### config.mk
export PLATFORM = sky130hd
export DESIGN_NAME = dcache_refill
export DESIGN_NICKNAME = d
export VERILOG_FILES = /design/src/dcache_pkg.sv /design/src/dcache_refill.sv
export SDC_FILE = /design/constraint.sdc
export NUM_CORES = 1
export LEC_CHECK = 0
export BUFFER_PORTS_ARGS = -buffer_cell sky130_fd_sc_hd__buf_4
export CAP_MARGIN = 20
export CORE_AREA = 2 2 126 128
export DETAILED_ROUTE_END_ITERATION = 8
export DIE_AREA = 0 0 128 130
export PLACE_DENSITY = 0.83
export SLEW_MARGIN = 20
export SYNTH_ARGS = -nofsm -noshare
export SYNTH_HDL_FRONTEND = slang
export SYNTH_SLANG_ARGS = --single-unit
### constraint.sdc
create_clock -name clk -period 7 [get_ports clk]
set_clock_uncertainty 0.05 [all_clocks]
set_input_delay 0.35 -clock clk [delete_from_list [all_inputs] [get_ports clk]]
set_output_delay 0.35 -clock clk [all_outputs]
set_load 0.01 [all_outputs]
### src/dcache_pkg.sv
// dcache shared types: op codes, request, tag, ram write, miss and refill structs, field helpers
`default_nettype none

package dcache_pkg;

  // widest way count the shared structs can carry
  localparam int MAX_WAY = 4;
  localparam int IDX_W = 8;
  localparam int TAG_W = 22;

  typedef enum logic [1:0] {
    OP_READ  = 2'd0,
    OP_WRITE = 2'd1,
    OP_INV   = 2'd2
  } dcache_op_e;

  typedef enum logic [2:0] {
    MISS_STORE,
    MISS_REFILL,
    MISS_INV,
    MISS_UC_READ,
    MISS_UC_WRITE
  } miss_kind_e;

  typedef struct packed {
    logic        valid;
    dcache_op_e  op;
    logic        uncached;
    logic [31:0] addr;
    logic [31:0] wdata;
    logic [3:0]  strobe;
  } lsu_req_t;

  typedef struct packed {
    logic             valid;
    logic [TAG_W-1:0] tag;
  } dcache_tag_t;

  typedef struct packed {
    logic [MAX_WAY-1:0] data_we;
    logic [IDX_W-1:0]   data_idx;
    logic [31:0]        data;
    logic [MAX_WAY-1:0] tag_we;
    logic [IDX_W-1:0]   tag_idx;
    dcache_tag_t        tag;
  } cache_wreq_t;

  typedef struct packed {
    logic               valid;
    miss_kind_e         kind;
    logic [31:0]        addr;
    logic [31:0]        wdata;
    logic [3:0]         strobe;
    logic [MAX_WAY-1:0] hit_way;
    logic [31:0]        hit_line;
  } miss_req_t;

  typedef struct packed {
    logic        done;
    logic [31:0] rdata;
  } refill_state_t;

  function automatic logic [IDX_W-1:0] idx_of(input logic [31:0] addr);
    return addr[9:2];
  endfunction

  function automatic logic [TAG_W-1:0] tag_of(input logic [31:0] addr);
    return addr[31:10];
  endfunction

  // strobed bytes of new_word over old_word
  function automatic logic [31:0] merge_bytes(input logic [31:0] old_word,
                                              input logic [31:0] new_word,
                                              input logic [3:0]  strobe);
    logic [31:0] res;
    res = old_word;
    for (int i = 0; i < 4; i++) begin
      if (strobe[i]) begin
        res[8*i +: 8] = new_word[8*i +: 8];
      end
    end
    return res;
  endfunction

  // keeps strobed byte lanes in place, clears the rest
  function automatic logic [31:0] place_bytes(input logic [31:0] word,
                                              input logic [3:0]  strobe);
    logic [31:0] res;
    res = '0;
    for (int i = 0; i < 4; i++) begin
      if (strobe[i]) begin
        res[8*i +: 8] = word[8*i +: 8];
      end
    end
    return res;
  endfunction

endpackage

`default_nettype wire

### src/dcache_refill.sv
// ram write port and memory port: tag init, store hits, refills, invalidates, uncached access
`timescale 1ns/1ps
`default_nettype none

module dcache_refill #(
  parameter int WAY_CNT = 2
) (
  input  wire logic                      clk,
  input  wire logic                      rst_n,
  input  wire dcache_pkg::miss_req_t     miss_i,
  output dcache_pkg::refill_state_t      state_o,
  output dcache_pkg::cache_wreq_t        wreq_o,
  output logic                           init_busy_o,
  output logic                           mem_req_o,
  output logic                           mem_we_o,
  output logic [31:0]                    mem_addr_o,
  output logic [31:0]                    mem_wdata_o,
  output logic [3:0]                     mem_strobe_o,
  input  wire logic                      mem_ack_i,
  input  wire logic [31:0]               mem_rdata_i
);

  typedef enum logic [2:0] {S_INIT, S_IDLE, S_ISSUE, S_WAIT, S_FINISH} state_e;

  state_e                         state_q;
  dcache_pkg::miss_req_t          req_q;
  logic [dcache_pkg::IDX_W-1:0]   cnt_q;
  logic [1:0]                     victim_q;
  logic [31:0]                    rdata_q;
  logic                           outstanding_q;

  always_ff @(posedge clk) begin
    if (!rst_n) begin
      state_q       <= S_INIT;
      cnt_q         <= '0;
      victim_q      <= '0;
      outstanding_q <= 1'b0;
    end else begin
      case (state_q)
        S_INIT: begin
          cnt_q <= cnt_q + 1'b1;
          if (&cnt_q) state_q <= S_IDLE;
        end
        S_IDLE: begin
          if (miss_i.valid) begin
            state_q <= (miss_i.kind == dcache_pkg::MISS_INV) ? S_FINISH : S_ISSUE;
          end
        end
        S_ISSUE: state_q <= S_WAIT;
        S_WAIT:  if (mem_ack_i) state_q <= S_FINISH;
        default: begin
          state_q <= S_IDLE;
          // one round-robin pointer for the whole cache
          if (req_q.kind == dcache_pkg::MISS_REFILL) begin
            victim_q <= (victim_q == 2'(WAY_CNT - 1)) ? 2'd0 : victim_q + 2'd1;
          end
        end
      endcase
      if (mem_req_o) begin
        outstanding_q <= 1'b1;
      end else if (mem_ack_i) begin
        outstanding_q <= 1'b0;
      end
    end
  end

  always_ff @(posedge clk) begin
    if (state_q == S_IDLE && miss_i.valid) begin
      req_q <= miss_i;
    end
    if (state_q == S_WAIT && mem_ack_i) begin
      rdata_q <= mem_rdata_i;
    end
  end

  assign init_busy_o   = state_q == S_INIT;
  assign state_o.done  = state_q == S_FINISH || (state_q == S_INIT && &cnt_q);
  assign state_o.rdata = rdata_q;

  assign mem_req_o    = state_q == S_ISSUE;
  assign mem_we_o     = req_q.kind == dcache_pkg::MISS_STORE ||
                        req_q.kind == dcache_pkg::MISS_UC_WRITE;
  assign mem_addr_o   = req_q.addr;
  assign mem_wdata_o  = req_q.wdata;
  assign mem_strobe_o = mem_we_o ? req_q.strobe : 4'hf;

  // every ram write leaves from here
  always_comb begin
    wreq_o          = '0;
    wreq_o.data_idx = dcache_pkg::idx_of(req_q.addr);
    wreq_o.tag_idx  = dcache_pkg::idx_of(req_q.addr);
    if (state_q == S_INIT) begin
      wreq_o.tag_idx = cnt_q;
      wreq_o.tag_we[WAY_CNT-1:0] = '1;
    end else if (state_q == S_FINISH) begin
      case (req_q.kind)
        dcache_pkg::MISS_REFILL: begin
          for (int w = 0; w < WAY_CNT; w++) begin
            wreq_o.data_we[w] = victim_q == 2'(w);
            wreq_o.tag_we[w]  = victim_q == 2'(w);
          end
          wreq_o.data      = rdata_q;
          wreq_o.tag.valid = 1'b1;
          wreq_o.tag.tag   = dcache_pkg::tag_of(req_q.addr);
        end
        dcache_pkg::MISS_STORE: begin
          wreq_o.data_we[WAY_CNT-1:0] = req_q.hit_way[WAY_CNT-1:0];
          wreq_o.data = dcache_pkg::merge_bytes(req_q.hit_line, req_q.wdata, req_q.strobe);
        end
        dcache_pkg::MISS_INV: wreq_o.tag_we[WAY_CNT-1:0] = req_q.hit_way[WAY_CNT-1:0];
        default: ;
      endcase
    end
  end

  a_one_outstanding: assert property (@(posedge clk) disable iff (!rst_n)
    mem_req_o |-> !outstanding_q);

endmodule

`default_nettype wire

==> impl_results.md <==
* Synth-to-layout area growth at 42.0%
* Sequential-to-total area share from yosys stat at 67.5%
* Iteration-0 DRC Markers at about 220
* Layout cells sized above 1 at 53.6%
* DIE AREA at about 17,000 µm²
* Reg clk slew, reported paths at ~0.06 ns
* Syn Area/Cell at 13.7 µm²
* H-tree levels at 4
* Final slew viol count at 0
* Top-area cell type share of the netlist area at 63.5%
* Minimum clock period at between 3 and 4 ns
* Number of synthesized flops with an enable pin at around 140
* Critical path depth at 5
* WP data arrival at between 3 and 4 ns
* Seq cells post-synth at 150
* Grt total ovfl at 0
* Chip Width at about 130 µm
* Critical path class: flip-flop to primary output
* Num rows at 46
* CP Capture Type: primary output
* Synth area leaders: edfxtp_1, buf_4, mux2_2
* Clock buffer count from CTS at 17
* Max-Cap Viols at 0
* Worst Tran Pin Value at between 0.9 and 1 ns
* Worst slew margin at between 30 and 40%
* Die Ht at 130 µm
* Bufs and invs on worst path at 2
* R2R cell count at 4
* Area after DPL at between 8000 and 9000 µm²
* Vias in the first global route at roughly 4,600
* Total GRT Usage at roughly 20%
* DP HPWL at 12,300 µm
* Placer congestion estimate at roughly 0.79
* Outcome: finished, final reports clean
* F_max at between 200 and 300 MHz
* Final Non-Filler Cells at between 900 and 1,000
* RSZ-0062 raised after global routing: no
* R2r startpoint: req_q[104]$_DFFE_PP_
* Fin Setup TNS at 0 ns
* # DRC at 0
* Count leader, synth: edfxtp_1
* Cell family with most CP delay: simple AND/OR/NAND/NOR gates
* Vias at between 4,000 and 5,000
* Crit path from: req_q[104]$_DFFE_PP_
* Hold Buf Count CTS at 0
* Dpl cells at 890
* Crit Path Max Fanout at 31
* Post-CTS setup buffer count at 0
* PortBufs at between 300 and 400
* Cell at the slowest stage of the critical path: edfxtp_1
* Synth Cell Area at 6480 µm²
* Worst R2R Setup Slack at 4.26 ns
* Netlist cell types at 40
* Design area at 9200 µm²
* Max Buffers Root-to-Sink at 2
* Ys flop type: edfxtp_1
* Root Driver: clkbuf_16
* Vias per cell at 4.99
* Core Area at approximately 15,000 µm²
* Crit path to: wreq_o[32]
* WL/cell at around 18 µm
* Pwr dens at 224 nW/µm²
* Most area-hungry cell type in the Yosys netlist: edfxtp_1
* CP Cell Sequence: nor3b_4, buf_4, nand3b_1, a311oi_1, buf_4
* Diodes inserted at 0
* Clock Latency Late Sink at 0.41 ns
* Final Hold Viols at 0
* Max rail drop VDD at around 170 µV
* Antenna-violating nets left at 0
* Commonest cells post-synth: edfxtp_1, buf_4, nor2_1
* Post-synthesis cell count at 472
* Starting density of the core at between 40% and 50%
* CTS tree: built
* Largest net degree at the start of global routing at 57
* Initial antenna violation count at 0
* Crit start category: flip-flop
* Routed wire length at about 17,000 µm
* Clk sinks at 150
* I/O pin count at 326
* Fraction of registers with async set or reset after synthesis at 0%
* Final period utilization at between 50 and 60%
* HP Class: primary input to flip-flop
* CTS resizes at 0
* Leak at around 3.8 nW
* Worst R2R End: victim_q[0]$_SDFFE_PN0P_
* Total power at about 2.1 mW
* First-pass GRT wire length at 24,300 µm
* Number of detailed-route iterations in the first pass at 7
* Slowest cell delay on critical path at roughly 0.94 ns
* Final setup violation count at 0
* Critical Path RT at 6.60 ns
* # nets final at ~860
* Yosys warning total at 0
* CP dominant cell by count: buf_4
[final cells by class]
cell class	instances	area, µm²
Tap cell	192	240
Timing Repair Buffer	324	2450
Clock buffer	18	429
Inverter	2	7.51
Multi-Input combinational cell	223	1480
Fill cell	1263	6220
Clock inverter	14	221
Sequential cell	150	4370
[worst register-to-register path: stages (launching register included)]
cell and delay, ns:
edfxtp_1 0.94, nor3b_4 0.90, buf_4 0.42, a21boi_0 0.13, o21a_1 0.20
[power breakdown]
part | switching [mW] | leakage, nW | internal (mW) | total [mW]
sequential | 0.00230 | 1.34 | 0.978 | 0.980
clock | 0.369 | 0.308 | 0.637 | 1.01
combinational | 0.0187 | 2.15 | 0.0537 | 0.0724
[metal layers]
metal  part of all wire [%]  vias to the layer above  GRT usage (%)
met5                      0                        -              0
met4                    2.3                        0           9.11
met3                    8.2                       27           6.93
met2                     52                      232           34.5
met1                     37                     2198           21.7
li1                       -                     2145              -
[state kept, by name, indices dropped and copies added (netlist names)]
signal       cells
state_q          3
mem_addr_o      32
req_q           41
cnt_q            8
victim_q         2
mem_wdata_o     32
rdata_q         32
[cell families after synthesis]
| kind of cell | after synthesis | share of synthesized area, % |
|---|---|---|
| AND/OR/NAND/NOR | 129 | 9.71 |
| flip-flops | 150 | 67.5 |
| AO/OA/AOI/OAI | 53 | 5.93 |
| adder cells (fa/ha/maj) | 1 | 0.193 |
| multiplexers | 34 | 5.87 |
| XOR/XNOR | 2 | 0.270 |
| buffers and inverters | 102 | 10.4 |
| other | 1 | 0.0579 |
[per-stage QoR]
| step | hold slack (ns) | setup slack (ns) | utilization [%] |
|---|---|---|---|
| floorplan | 0.370 | 1.32 | - |
| global placement | 0.376 | 3.66 | 55.2 |
| detailed placement | 0.398 | 3.64 | 55.3 |
| CTS | 0.0372 | 3.19 | 59.5 |
| global route | 0.0341 | 2.93 | 59.7 |
| finish | 0.0564 | 3.25 | 59.7 |
[placed cells by master (no fill, tap or decap), types with 3 or more instances in the layout]
cell type / n
nand2b_1: 5
o21ai_0: 4
dfxtp_1: 13
bufinv_16: 5
buf_4: 323
a21oi_1: 3
a22oi_1: 32
nor2_1: 38
and2_1: 3
or3_1: 7
mux2_2: 32
conb_1: 4
clkinvlp_4: 3
nand2_1: 36
clkbuf_16: 17
a21boi_0: 4
edfxtp_1: 137
o21a_1: 3
inv_6: 3
and3_1: 23
[how the worst min path moves through the flow]
| stage | from | endpoint | slack [ns] | depth (start not counted) |
|---|---|---|---|---|
| after detailed placement | victim_q[1]$_SDFFE_PN0P_ | victim_q[1]$_SDFFE_PN0P_ | 0.40 | 2 |
| after global routing | mem_rdata_i[9] | rdata_q[9]$_DFFE_PP_ | 0.03 | 1 |
| final | mem_rdata_i[20] | rdata_q[20]$_DFFE_PP_ | 0.06 | 1 |
| after floorplan | victim_q[1]$_SDFFE_PN0P_ | victim_q[1]$_SDFFE_PN0P_ | 0.37 | 2 |
| after CTS | mem_rdata_i[8] | rdata_q[8]$_DFFE_PP_ | 0.04 | 1 |
| after global placement | victim_q[1]$_SDFFE_PN0P_ | victim_q[1]$_SDFFE_PN0P_ | 0.38 | 2 |
Power figures use the tool's default switching activity.
