<file path="src/dcache_pkg.sv">
// dcache shared types: op codes, request, tag, ram write, miss and refill structs, field helpers
`default_nettype none

package dcache_pkg;

  // widest way count the shared structs can carry
  localparam int MAX_WAY = 4;
  localparam int IDX_W = 8;
  localparam int TAG_W = 22;

  typedef enum logic [1:0] {
    OP_READ  = 2'd0,
    OP_WRITE = 2'd1,
    OP_INV   = 2'd2
  } dcache_op_e;

  typedef enum logic [2:0] {
    MISS_STORE,
    MISS_REFILL,
    MISS_INV,
    MISS_UC_READ,
    MISS_UC_WRITE
  } miss_kind_e;

  typedef struct packed {
    logic        valid;
    dcache_op_e  op;
    logic        uncached;
    logic [31:0] addr;
    logic [31:0] wdata;
    logic [3:0]  strobe;
  } lsu_req_t;

  typedef struct packed {
    logic             valid;
    logic [TAG_W-1:0] tag;
  } dcache_tag_t;

  typedef struct packed {
    logic [MAX_WAY-1:0] data_we;
    logic [IDX_W-1:0]   data_idx;
    logic [31:0]        data;
    logic [MAX_WAY-1:0] tag_we;
    logic [IDX_W-1:0]   tag_idx;
    dcache_tag_t        tag;
  } cache_wreq_t;

  typedef struct packed {
    logic               valid;
    miss_kind_e         kind;
    logic [31:0]        addr;
    logic [31:0]        wdata;
    logic [3:0]         strobe;
    logic [MAX_WAY-1:0] hit_way;
    logic [31:0]        hit_line;
  } miss_req_t;

  typedef struct packed {
    logic        done;
    logic [31:0] rdata;
  } refill_state_t;

  function automatic logic [IDX_W-1:0] idx_of(input logic [31:0] addr);
    return addr[9:2];
  endfunction

  function automatic logic [TAG_W-1:0] tag_of(input logic [31:0] addr);
    return addr[31:10];
  endfunction

  // strobed bytes of new_word over old_word
  function automatic logic [31:0] merge_bytes(input logic [31:0] old_word,
                                              input logic [31:0] new_word,
                                              input logic [3:0]  strobe);
    logic [31:0] res;
    res = old_word;
    for (int i = 0; i < 4; i++) begin
      if (strobe[i]) begin
        res[8*i +: 8] = new_word[8*i +: 8];
      end
    end
    return res;
  endfunction

  // keeps strobed byte lanes in place, clears the rest
  function automatic logic [31:0] place_bytes(input logic [31:0] word,
                                              input logic [3:0]  strobe);
    logic [31:0] res;
    res = '0;
    for (int i = 0; i < 4; i++) begin
      if (strobe[i]) begin
        res[8*i +: 8] = word[8*i +: 8];
      end
    end
    return res;
  endfunction

endpackage

`default_nettype wire

</file>
<file path="src/dcache_resp.sv">
// response stage: miss and uncached fsm, result select, read formatting, miss request
`timescale 1ns/1ps
`default_nettype none

module dcache_resp #(
  parameter int WAY_CNT = 2
) (
  input  wire logic                             clk,
  input  wire logic                             rst_n,
  input  wire dcache_pkg::lsu_req_t             lookup_i,
  input  wire logic [WAY_CNT-1:0]               hit_i,
  input  wire logic [WAY_CNT-1:0][31:0]         line_i,
  input  wire dcache_pkg::dcache_tag_t [WAY_CNT-1:0] tag_i,
  input  wire dcache_pkg::refill_state_t        refill_i,
  output dcache_pkg::miss_req_t                 miss_o,
  output logic                                  busy_o,
  output logic                                  adv_o,
  output logic                                  rsp_valid_o,
  output logic [31:0]                           rsp_rdata_o
);

  typedef enum logic [1:0] {NORMAL, WAIT_MEM, WAIT_INIT, DONE} state_e;

  state_e                                state_q;
  dcache_pkg::lsu_req_t                  resp_q;
  logic [WAY_CNT-1:0]                    hit_q;
  logic [WAY_CNT-1:0][31:0]              line_q;
  dcache_pkg::dcache_tag_t [WAY_CNT-1:0] tag_q;
  logic                                  tag_dup;
  logic [31:0]                           rdata_q;
  logic [31:0]                           sel_line;
  logic                                  hit_any;
  logic                                  need_miss;
  dcache_pkg::miss_kind_e                kind;

  always_ff @(posedge clk) begin
    if (!rst_n) begin
      resp_q.valid <= 1'b0;
    end else if (adv_o) begin
      resp_q <= lookup_i;
    end
  end

  always_ff @(posedge clk) begin
    if (adv_o) begin
      hit_q  <= hit_i;
      line_q <= line_i;
      tag_q  <= tag_i;
    end
    if (state_q == WAIT_MEM && refill_i.done) begin
      rdata_q <= refill_i.rdata;
    end
  end

  assign hit_any = |hit_q;

  always_comb begin
    sel_line = '0;
    for (int w = 0; w < WAY_CNT; w++) begin
      if (hit_q[w]) begin
        sel_line = sel_line | line_q[w];
      end
    end
  end

  // store miss goes straight to memory, no allocate
  always_comb begin
    need_miss = 1'b0;
    kind      = dcache_pkg::MISS_REFILL;
    if (resp_q.valid) begin
      if (resp_q.uncached) begin
        need_miss = resp_q.op != dcache_pkg::OP_INV;
        kind      = (resp_q.op == dcache_pkg::OP_READ) ? dcache_pkg::MISS_UC_READ
                                                       : dcache_pkg::MISS_UC_WRITE;
      end else if (resp_q.op == dcache_pkg::OP_READ) begin
        need_miss = !hit_any;
      end else if (resp_q.op == dcache_pkg::OP_WRITE) begin
        need_miss = 1'b1;
        kind      = hit_any ? dcache_pkg::MISS_STORE : dcache_pkg::MISS_UC_WRITE;
      end else begin
        need_miss = hit_any;
        kind      = dcache_pkg::MISS_INV;
      end
    end
  end

  always_ff @(posedge clk) begin
    if (!rst_n) begin
      state_q <= WAIT_INIT;
    end else begin
      case (state_q)
        NORMAL:    if (need_miss) state_q <= WAIT_MEM;
        WAIT_MEM:  if (refill_i.done) state_q <= DONE;
        WAIT_INIT: if (refill_i.done) state_q <= NORMAL;
        default:   state_q <= NORMAL;
      endcase
    end
  end

  assign busy_o = (state_q == NORMAL && need_miss) || state_q == WAIT_MEM ||
                  state_q == WAIT_INIT;
  assign adv_o  = !busy_o;

  assign rsp_valid_o = resp_q.valid && resp_q.op == dcache_pkg::OP_READ &&
                       ((state_q == NORMAL && !resp_q.uncached && hit_any) ||
                        state_q == DONE);
  assign rsp_rdata_o = dcache_pkg::place_bytes(state_q == DONE ? rdata_q : sel_line,
                                               resp_q.strobe);

  always_comb begin
    miss_o                  = '0;
    miss_o.valid            = state_q == NORMAL && need_miss;
    miss_o.kind             = kind;
    miss_o.addr             = resp_q.addr;
    miss_o.wdata            = resp_q.wdata;
    miss_o.strobe           = resp_q.strobe;
    miss_o.hit_way[WAY_CNT-1:0] = hit_q;
    miss_o.hit_line         = sel_line;
  end

  // two valid ways of one set holding the same tag
  always_comb begin
    tag_dup = 1'b0;
    for (int w = 0; w < WAY_CNT; w++) begin
      for (int v = w + 1; v < WAY_CNT; v++) begin
        if (tag_q[w].valid && tag_q[v].valid && tag_q[w].tag == tag_q[v].tag) begin
          tag_dup = 1'b1;
        end
      end
    end
  end

  a_no_rsp_busy: assert property (@(posedge clk) disable iff (!rst_n)
    rsp_valid_o |-> !busy_o);
  // refills only allocate on a miss, so a set never holds a tag twice
  a_tag_unique: assert property (@(posedge clk) disable iff (!rst_n)
    resp_q.valid |-> !tag_dup);

endmodule

`default_nettype wire

</file>
<file path="config.mk">
export PLATFORM = sky130hd
export DESIGN_NAME = dcache_resp
export DESIGN_NICKNAME = d
export VERILOG_FILES = /design/src/dcache_pkg.sv /design/src/dcache_resp.sv
export SDC_FILE = /design/constraint.sdc
export NUM_CORES = 1
export LEC_CHECK = 0
export BUFFER_PORTS_ARGS = -buffer_cell sky130_fd_sc_hd__buf_2
export CORE_AREA = 2 2 154 156
export CTS_CLUSTER_DIAMETER = 150
export DETAILED_ROUTE_END_ITERATION = 6
export DIE_AREA = 0 0 156 158
export GPL_ROUTABILITY_DRIVEN = 0
export SYNTH_ARGS = -nofsm -noshare
export SYNTH_HDL_FRONTEND = slang
export SYNTH_SLANG_ARGS = --single-unit
</file>
<file path="constraint.sdc">
create_clock -name clk -period 6.67 [get_ports clk]
set_input_delay 1.0005 -clock clk [delete_from_list [all_inputs] [get_ports clk]]
set_output_delay 1.0005 -clock clk [all_outputs]
set_load 0.02 [all_outputs]
</file>
==> results_dict.tcl, run 1 <==
set metrics [dict create \
    rows 56 \
    drt-wirelength-per-cell_um 18.2 \
    finalCritPeriodShare 0.601 \
    power.switching_w 0.000699 \
    die_w_um 156 \
    finClkSkew_ns 0.0108 \
    die_area_mm2 0.0246 \
    crit_type "flop to output pin" \
    setup-violations-final 0 \
    routed_wl_um 17700 \
    hold_viol_final 0 \
    cp.required_ns 5.67 \
    io_pins 362 \
    ys_seq_area_frac 0.760 \
    combPwrFrac 0.120 \
    hold_buffers 0 \
    crit_path_max_fanout 40 \
    power.density_mw_per_mm2 299 \
    maxCapViolCount 0 \
    drtIter0Drc 131 \
    ir_drop_mv 0.135 \
    fin_crit_ns 4.01 \
    clock.fmax_ghz 0.249 \
    layoutNonFillerInstCount 974 \
    synth_seq_cells 172 \
    rsz0062_at_grt "no" \
    dp_cells 941 \
    area_growth_pct 29.2 \
    p_sw_frac 0.268 \
    die_y_um 158 \
    fin_tns_setup_ns 0 \
    status "finished, final reports clean" \
    post_cts_resized 0 \
    grt_pass1_wl_um 24700 \
    vias 4313 \
    cts-root-buf "clkbuf_16" \
    cts_sinks 172 \
    clk_pin_slew_ns 0.07 \
    drtPass1Iterations 4 \
    synth_edf_count 169 \
    endpoint_kind "output pin" \
    drc 0 \
    nets 889 \
    hold_class "flop to flop" \
    dpl-instance-area_mm2 0.00813 \
    finalMaxSlewViolations 0 \
    cp.arrival_ns 3.01 \
    power_frac_seq 0.494 \
    gr-total-overflow 0 \
    whs_ns 0.649 \
    async_reset_ff_frac 0 \
    netlist_area_mm2 0.00676 \
    drive_gt1_frac 0.524 \
    track_usage 0.138 \
    cts_buffers 17 \
    yosysUniqueCellTypes 33 \
    design.core.area_mm2 0.0231 \
    grt_pass1_vias 4315 \
    final_util 0.379 \
    avgSynthCellArea_um2 16.0 \
    cts_setup_buffers 0 \
    worst_pin_slew_ns 1.08 \
    rrSetupSlack_ns 3.00 \
    ctsHtreeMaxLevel 4 \
    design_area_mm2 0.00874 \
    grt_max_degree 67 \
    cp-start-kind "flop" \
    cts_buffer_depth 2 \
    dp_hpwl_um 12100 \
    antenna_left 0 \
    synthCells 423 \
    tritoncts "yes" \
    portBuffers 313 \
    p_leak_nw 3.58 \
    synth-main-ff-cell "edfxtp_1" \
    p_int_w 0.00191 \
    via_per_inst 4.43 \
    yosysWarnings 0 \
    pwr-share-clk 0.386 \
    insertion_delay_ns 0.42 \
    start_util 0.293 \
    max_slew_margin 0.280 \
    antenna_found_initial 2 \
]
==> metal layers <==
layer  vias to the layer above  share of wire  GRT usage
met4                         4          0.016     0.0441
met2                       203           0.49      0.235
li1                       2016              -          -
met3                        20          0.093     0.0591
met1                      2070           0.40      0.157
met5                         -         0.0017          0
==> worst max-delay path, stage by stage (launching register included) <==
cell and delay [ns]:
dfxtp_2 0.97, nand2_2 0.77, a41oi_2 0.47, and2_4 0.19, inv_2 0.03, buf_2 0.15
==> Yosys cell counts, types with 2 or more instances <==
cell type	instances	share of area
o21ai_0	2	0.0015
buf_4	70	0.078
a22o_1	32	0.041
a21oi_1	2	0.0015
nor2b_1	2	0.0019
nor2_1	3	0.0017
and3_1	2	0.0019
nand3_1	32	0.024
edfxtp_1	169	0.75
clkbuf_1	15	0.0083
a21boi_0	33	0.037
dfxtp_1	3	0.0089
nand2_1	37	0.021
buf_1	2	0.0011
==> placed cells by master, fill, tap and decap left out, drive strengths merged, types with 2 or more instances in the layout <==
cell type,instances
clkinv,7
dfxtp,3
conb,2
inv,9
edfxtp,169
nand3,32
buf,316
and2,2
nor2b,2
clkbuf,17
nor2,3
a21boi,33
a22o,32
a21oi,2
o21ai,2
and3,2
nand2,37
==> flip-flops by register name, summed over array words and instances (netlist names) <==
| register | count |
|---|---|
| rdata_q | 32 |
| miss_o | 68 |
| state_q | 2 |
| line_q | 64 |
| hit_q | 2 |
| resp_q | 4 |
==> power by group through the flow <==
stage          logic [W]  registers [W]  clock network [W]
3_5_place_dp    0.000318        0.00132                  0
5_1_grt         0.000339        0.00130            0.00108
4_1_cts         0.000319        0.00129            0.00104
3_3_place_gp    0.000315        0.00131                  0
2_1_floorplan   0.000205        0.00130                  0
6_report        0.000313        0.00129            0.00101
==> cells by family (layout without fill, tap and decap cells) <==
family | Yosys count | after routing | share of synthesized area
AO/OA/AOI/OAI | 76 | 76 | 0.0911
XOR/XNOR | 1 | 1 | 0.00130
buffers and inverters | 91 | 350 | 0.0907
flip-flops | 172 | 172 | 0.760
other | 1 | 3 | 0.000555
AND/OR/NAND/NOR | 82 | 82 | 0.0568
==> stage by stage <==
stage	power, W	setup WS [ns]
floorplan	0.00151	3.06
global placement	0.00163	2.93
detailed placement	0.00163	2.95
CTS	0.00265	2.59
global route	0.00272	2.43
finish	0.00261	2.66
==> area by class of cell <==
class / count / area (um2)
clock buffers: 17 / 425
fillers: 2232 / 14300
multi-input cells: 161 / 1030
repair buffers: 316 / 1590
well taps: 290 / 363
flip-flops and latches: 172 / 5140
clock inverters: 15 / 178
diodes: 1 / 2.50
inverters: 2 / 7.51
==> worst paths after layout <==
| path | from | endpoint | cells past startpoint |
|---|---|---|---|
| min reg2reg | resp_q[71] | state_q[0] | 2 |
| min | resp_q[71] | state_q[0] | 2 |
| max | state_q[1] | busy_o | 5 |
| max reg2reg | state_q[1] | miss_o[75] | 4 |
Note: power is estimated with default switching activity, not from simulation.
==> run 2: changes to the inputs <==
clock period = 3.25 ns   (was 6.67 ns; I/O delays follow)
==> run 2 against run 1 <==
Net effect: via count shrank 1.3%; critical path depth increased by 1; wire length grew 0.43%; non-clock buffer count grew 6; clock-buffer cell count unchanged; cell area rose by 0.73%; critical endpoint unchanged; largest power group unchanged.
==> results_dict.tcl, run 2 (synthesis gave the netlist of run 1 again) <==
set metrics [dict create \
    start_util 0.293 \
    drt-wirelength-per-cell_um 18.2 \
    endpoint_kind "output pin" \
    portBuffers 313 \
    pwr-share-clk 0.381 \
    die_w_um 156 \
    status "finished, final reports clean" \
    track_usage 0.143 \
    hold_viol_final 0 \
    vias 4257 \
    area_growth_pct 30.2 \
    final_common_cell "buf_2" \
    cts_buffers 17 \
    grt_pass1_wl_um 25500 \
    combPwrFrac 0.126 \
    cp_cell_sequence "buf_4, o21bai_1, o2111ai_1, and2_4, inv_2, buf_2" \
    dp_slack_ns 0.864 \
    finClkSkew_ns 0.00767 \
    setup-violations-final 0 \
    fin_crit_ns 2.62 \
    finalMaxSlewViolations 0 \
    io_pins 362 \
    design_area_mm2 0.00880 \
    maxCapViolCount 0 \
    power_frac_seq 0.493 \
    hold_buffers 0 \
    hold_class "primary input to flop" \
    fillerInstances 2232 \
    ir_drop_mv 0.281 \
    die_y_um 158 \
    cp_slowest_cell "buf_4" \
    design.core.area_mm2 0.0231 \
    largest_register_ffs 68 \
    nets 895 \
    cp.required_ns 2.76 \
    rows 56 \
    grt_pass1_vias 4314 \
    p_int_w 0.00393 \
    finalCritPeriodShare 0.807 \
    cp-start-kind "flop" \
    cts_sinks 172 \
    layoutNonFillerInstCount 980 \
    p_sw_frac 0.264 \
    routed_wl_um 17800 \
    dpl-instance-area_mm2 0.00820 \
    crit_type "flop to output pin" \
    grt_max_degree 72 \
    clk_pin_slew_ns 0.07 \
    antenna_left 0 \
    cts-root-buf "clkbuf_16" \
    clock.fmax_ghz 0.381 \
    drtIter0Drc 177 \
    cts_buffer_depth 2 \
    fin_tns_setup_ns 0 \
    rsz0062_at_grt "no" \
    max_slew_margin 0.641 \
    cts_setup_buffers 0 \
    power.density_mw_per_mm2 608 \
    gr-total-overflow 0 \
    ctsHtreeMaxLevel 4 \
    post_cts_resized 0 \
    drc 0 \
    insertion_delay_ns 0.42 \
    dp_hpwl_um 12800 \
    min_path_cells 1 \
    antenna_found_initial 5 \
    worst_pin_slew_ns 0.537 \
    drtPass1Iterations 5 \
    layout_common_cells "buf_2, edfxtp_1, nand2_1" \
    via_per_inst 4.34 \
    tritoncts "yes" \
    p_leak_nw 3.62 \
    drive_gt1_frac 0.530 \
    postLayoutSetupSlackWorst_ns 0.627 \
    slowest_delay_ns 0.40 \
    die_area_mm2 0.0246 \
    cp.arrival_ns 2.14 \
    r2r_cells 4 \
    dp_cells 947 \
    crit_path_max_fanout 34 \
    power.switching_w 0.00141 \
]
[run 2: changes by cell type in the layout (fill, tap and decap cells not counted), sizes merged]
| cell | before | now |
|---|---|---|
| inv | 9 | 10 |
| clkinv | 7 | 6 |
| buf | 316 | 322 |
[run 2: metrics by stage]
stage,util,hold WS (ns),power (W)
final,0.382,0.238,0.00535
after CTS,0.382,0.208,0.00544
after global placement,0.356,0.626,0.00336
after detailed placement,0.356,0.621,0.00337
after global routing,0.382,0.209,0.00556
after floorplan,-,0.549,0.00309
[run 2: area by class of cell]
| type | count | area [um2] | share of cell area |
|---|---|---|---|
| repair buffers | 322 | 1660 | 0.189 |
| inverters | 2 | 7.51 | 0.000853 |
| well taps | 290 | 363 | 0.0412 |
| clock buffers | 17 | 425 | 0.0483 |
| clock inverters | 15 | 171 | 0.0195 |
| diodes | 1 | 2.50 | 0.000284 |
| multi-input cells | 161 | 1030 | 0.117 |
| flip-flops and latches | 172 | 5140 | 0.584 |
[run 2: path summary, 6_finish.rpt]
check | start | to | slack [ns]
worst max register to register | state_q[0] | rdata_q[12] | 0.94
worst min register to register | resp_q[71] | state_q[0] | 0.64
worst max-delay path | hit_q[1] | busy_o | 0.63
worst min-delay path | lookup_i[8] | miss_o[44] | 0.24
[run 2: power groups by stage]
stage | Sequential (W) | Combinational [W] | Clock (W)
detailed placement | 0.00268 | 0.000686 | 0
global route | 0.00265 | 0.000733 | 0.00218
CTS | 0.00263 | 0.000688 | 0.00212
finish | 0.00263 | 0.000674 | 0.00204
global placement | 0.00268 | 0.000679 | 0
floorplan | 0.00267 | 0.000422 | 0
[run 2: routing by layer]
| layer | track usage | wire, um | up-vias |
|---|---|---|---|
| met5 | 0 | 53 | - |
| met4 | 0.0419 | 185 | 8 |
| met3 | 0.0641 | 1860 | 15 |
| met2 | 0.241 | 8710 | 214 |
| met1 | 0.164 | 7000 | 1985 |
| li1 | - | - | 2035 |
[run 2: critical path, delay by kind of cell, from the launching register on]
kind / cells / cell delay, ns
and+or+nand+nor: 1 / 0.24
buffers and inverters: 3 / 0.59
DFF: 1 / 0.35
AOI/OAI and AO/OA: 2 / 0.54
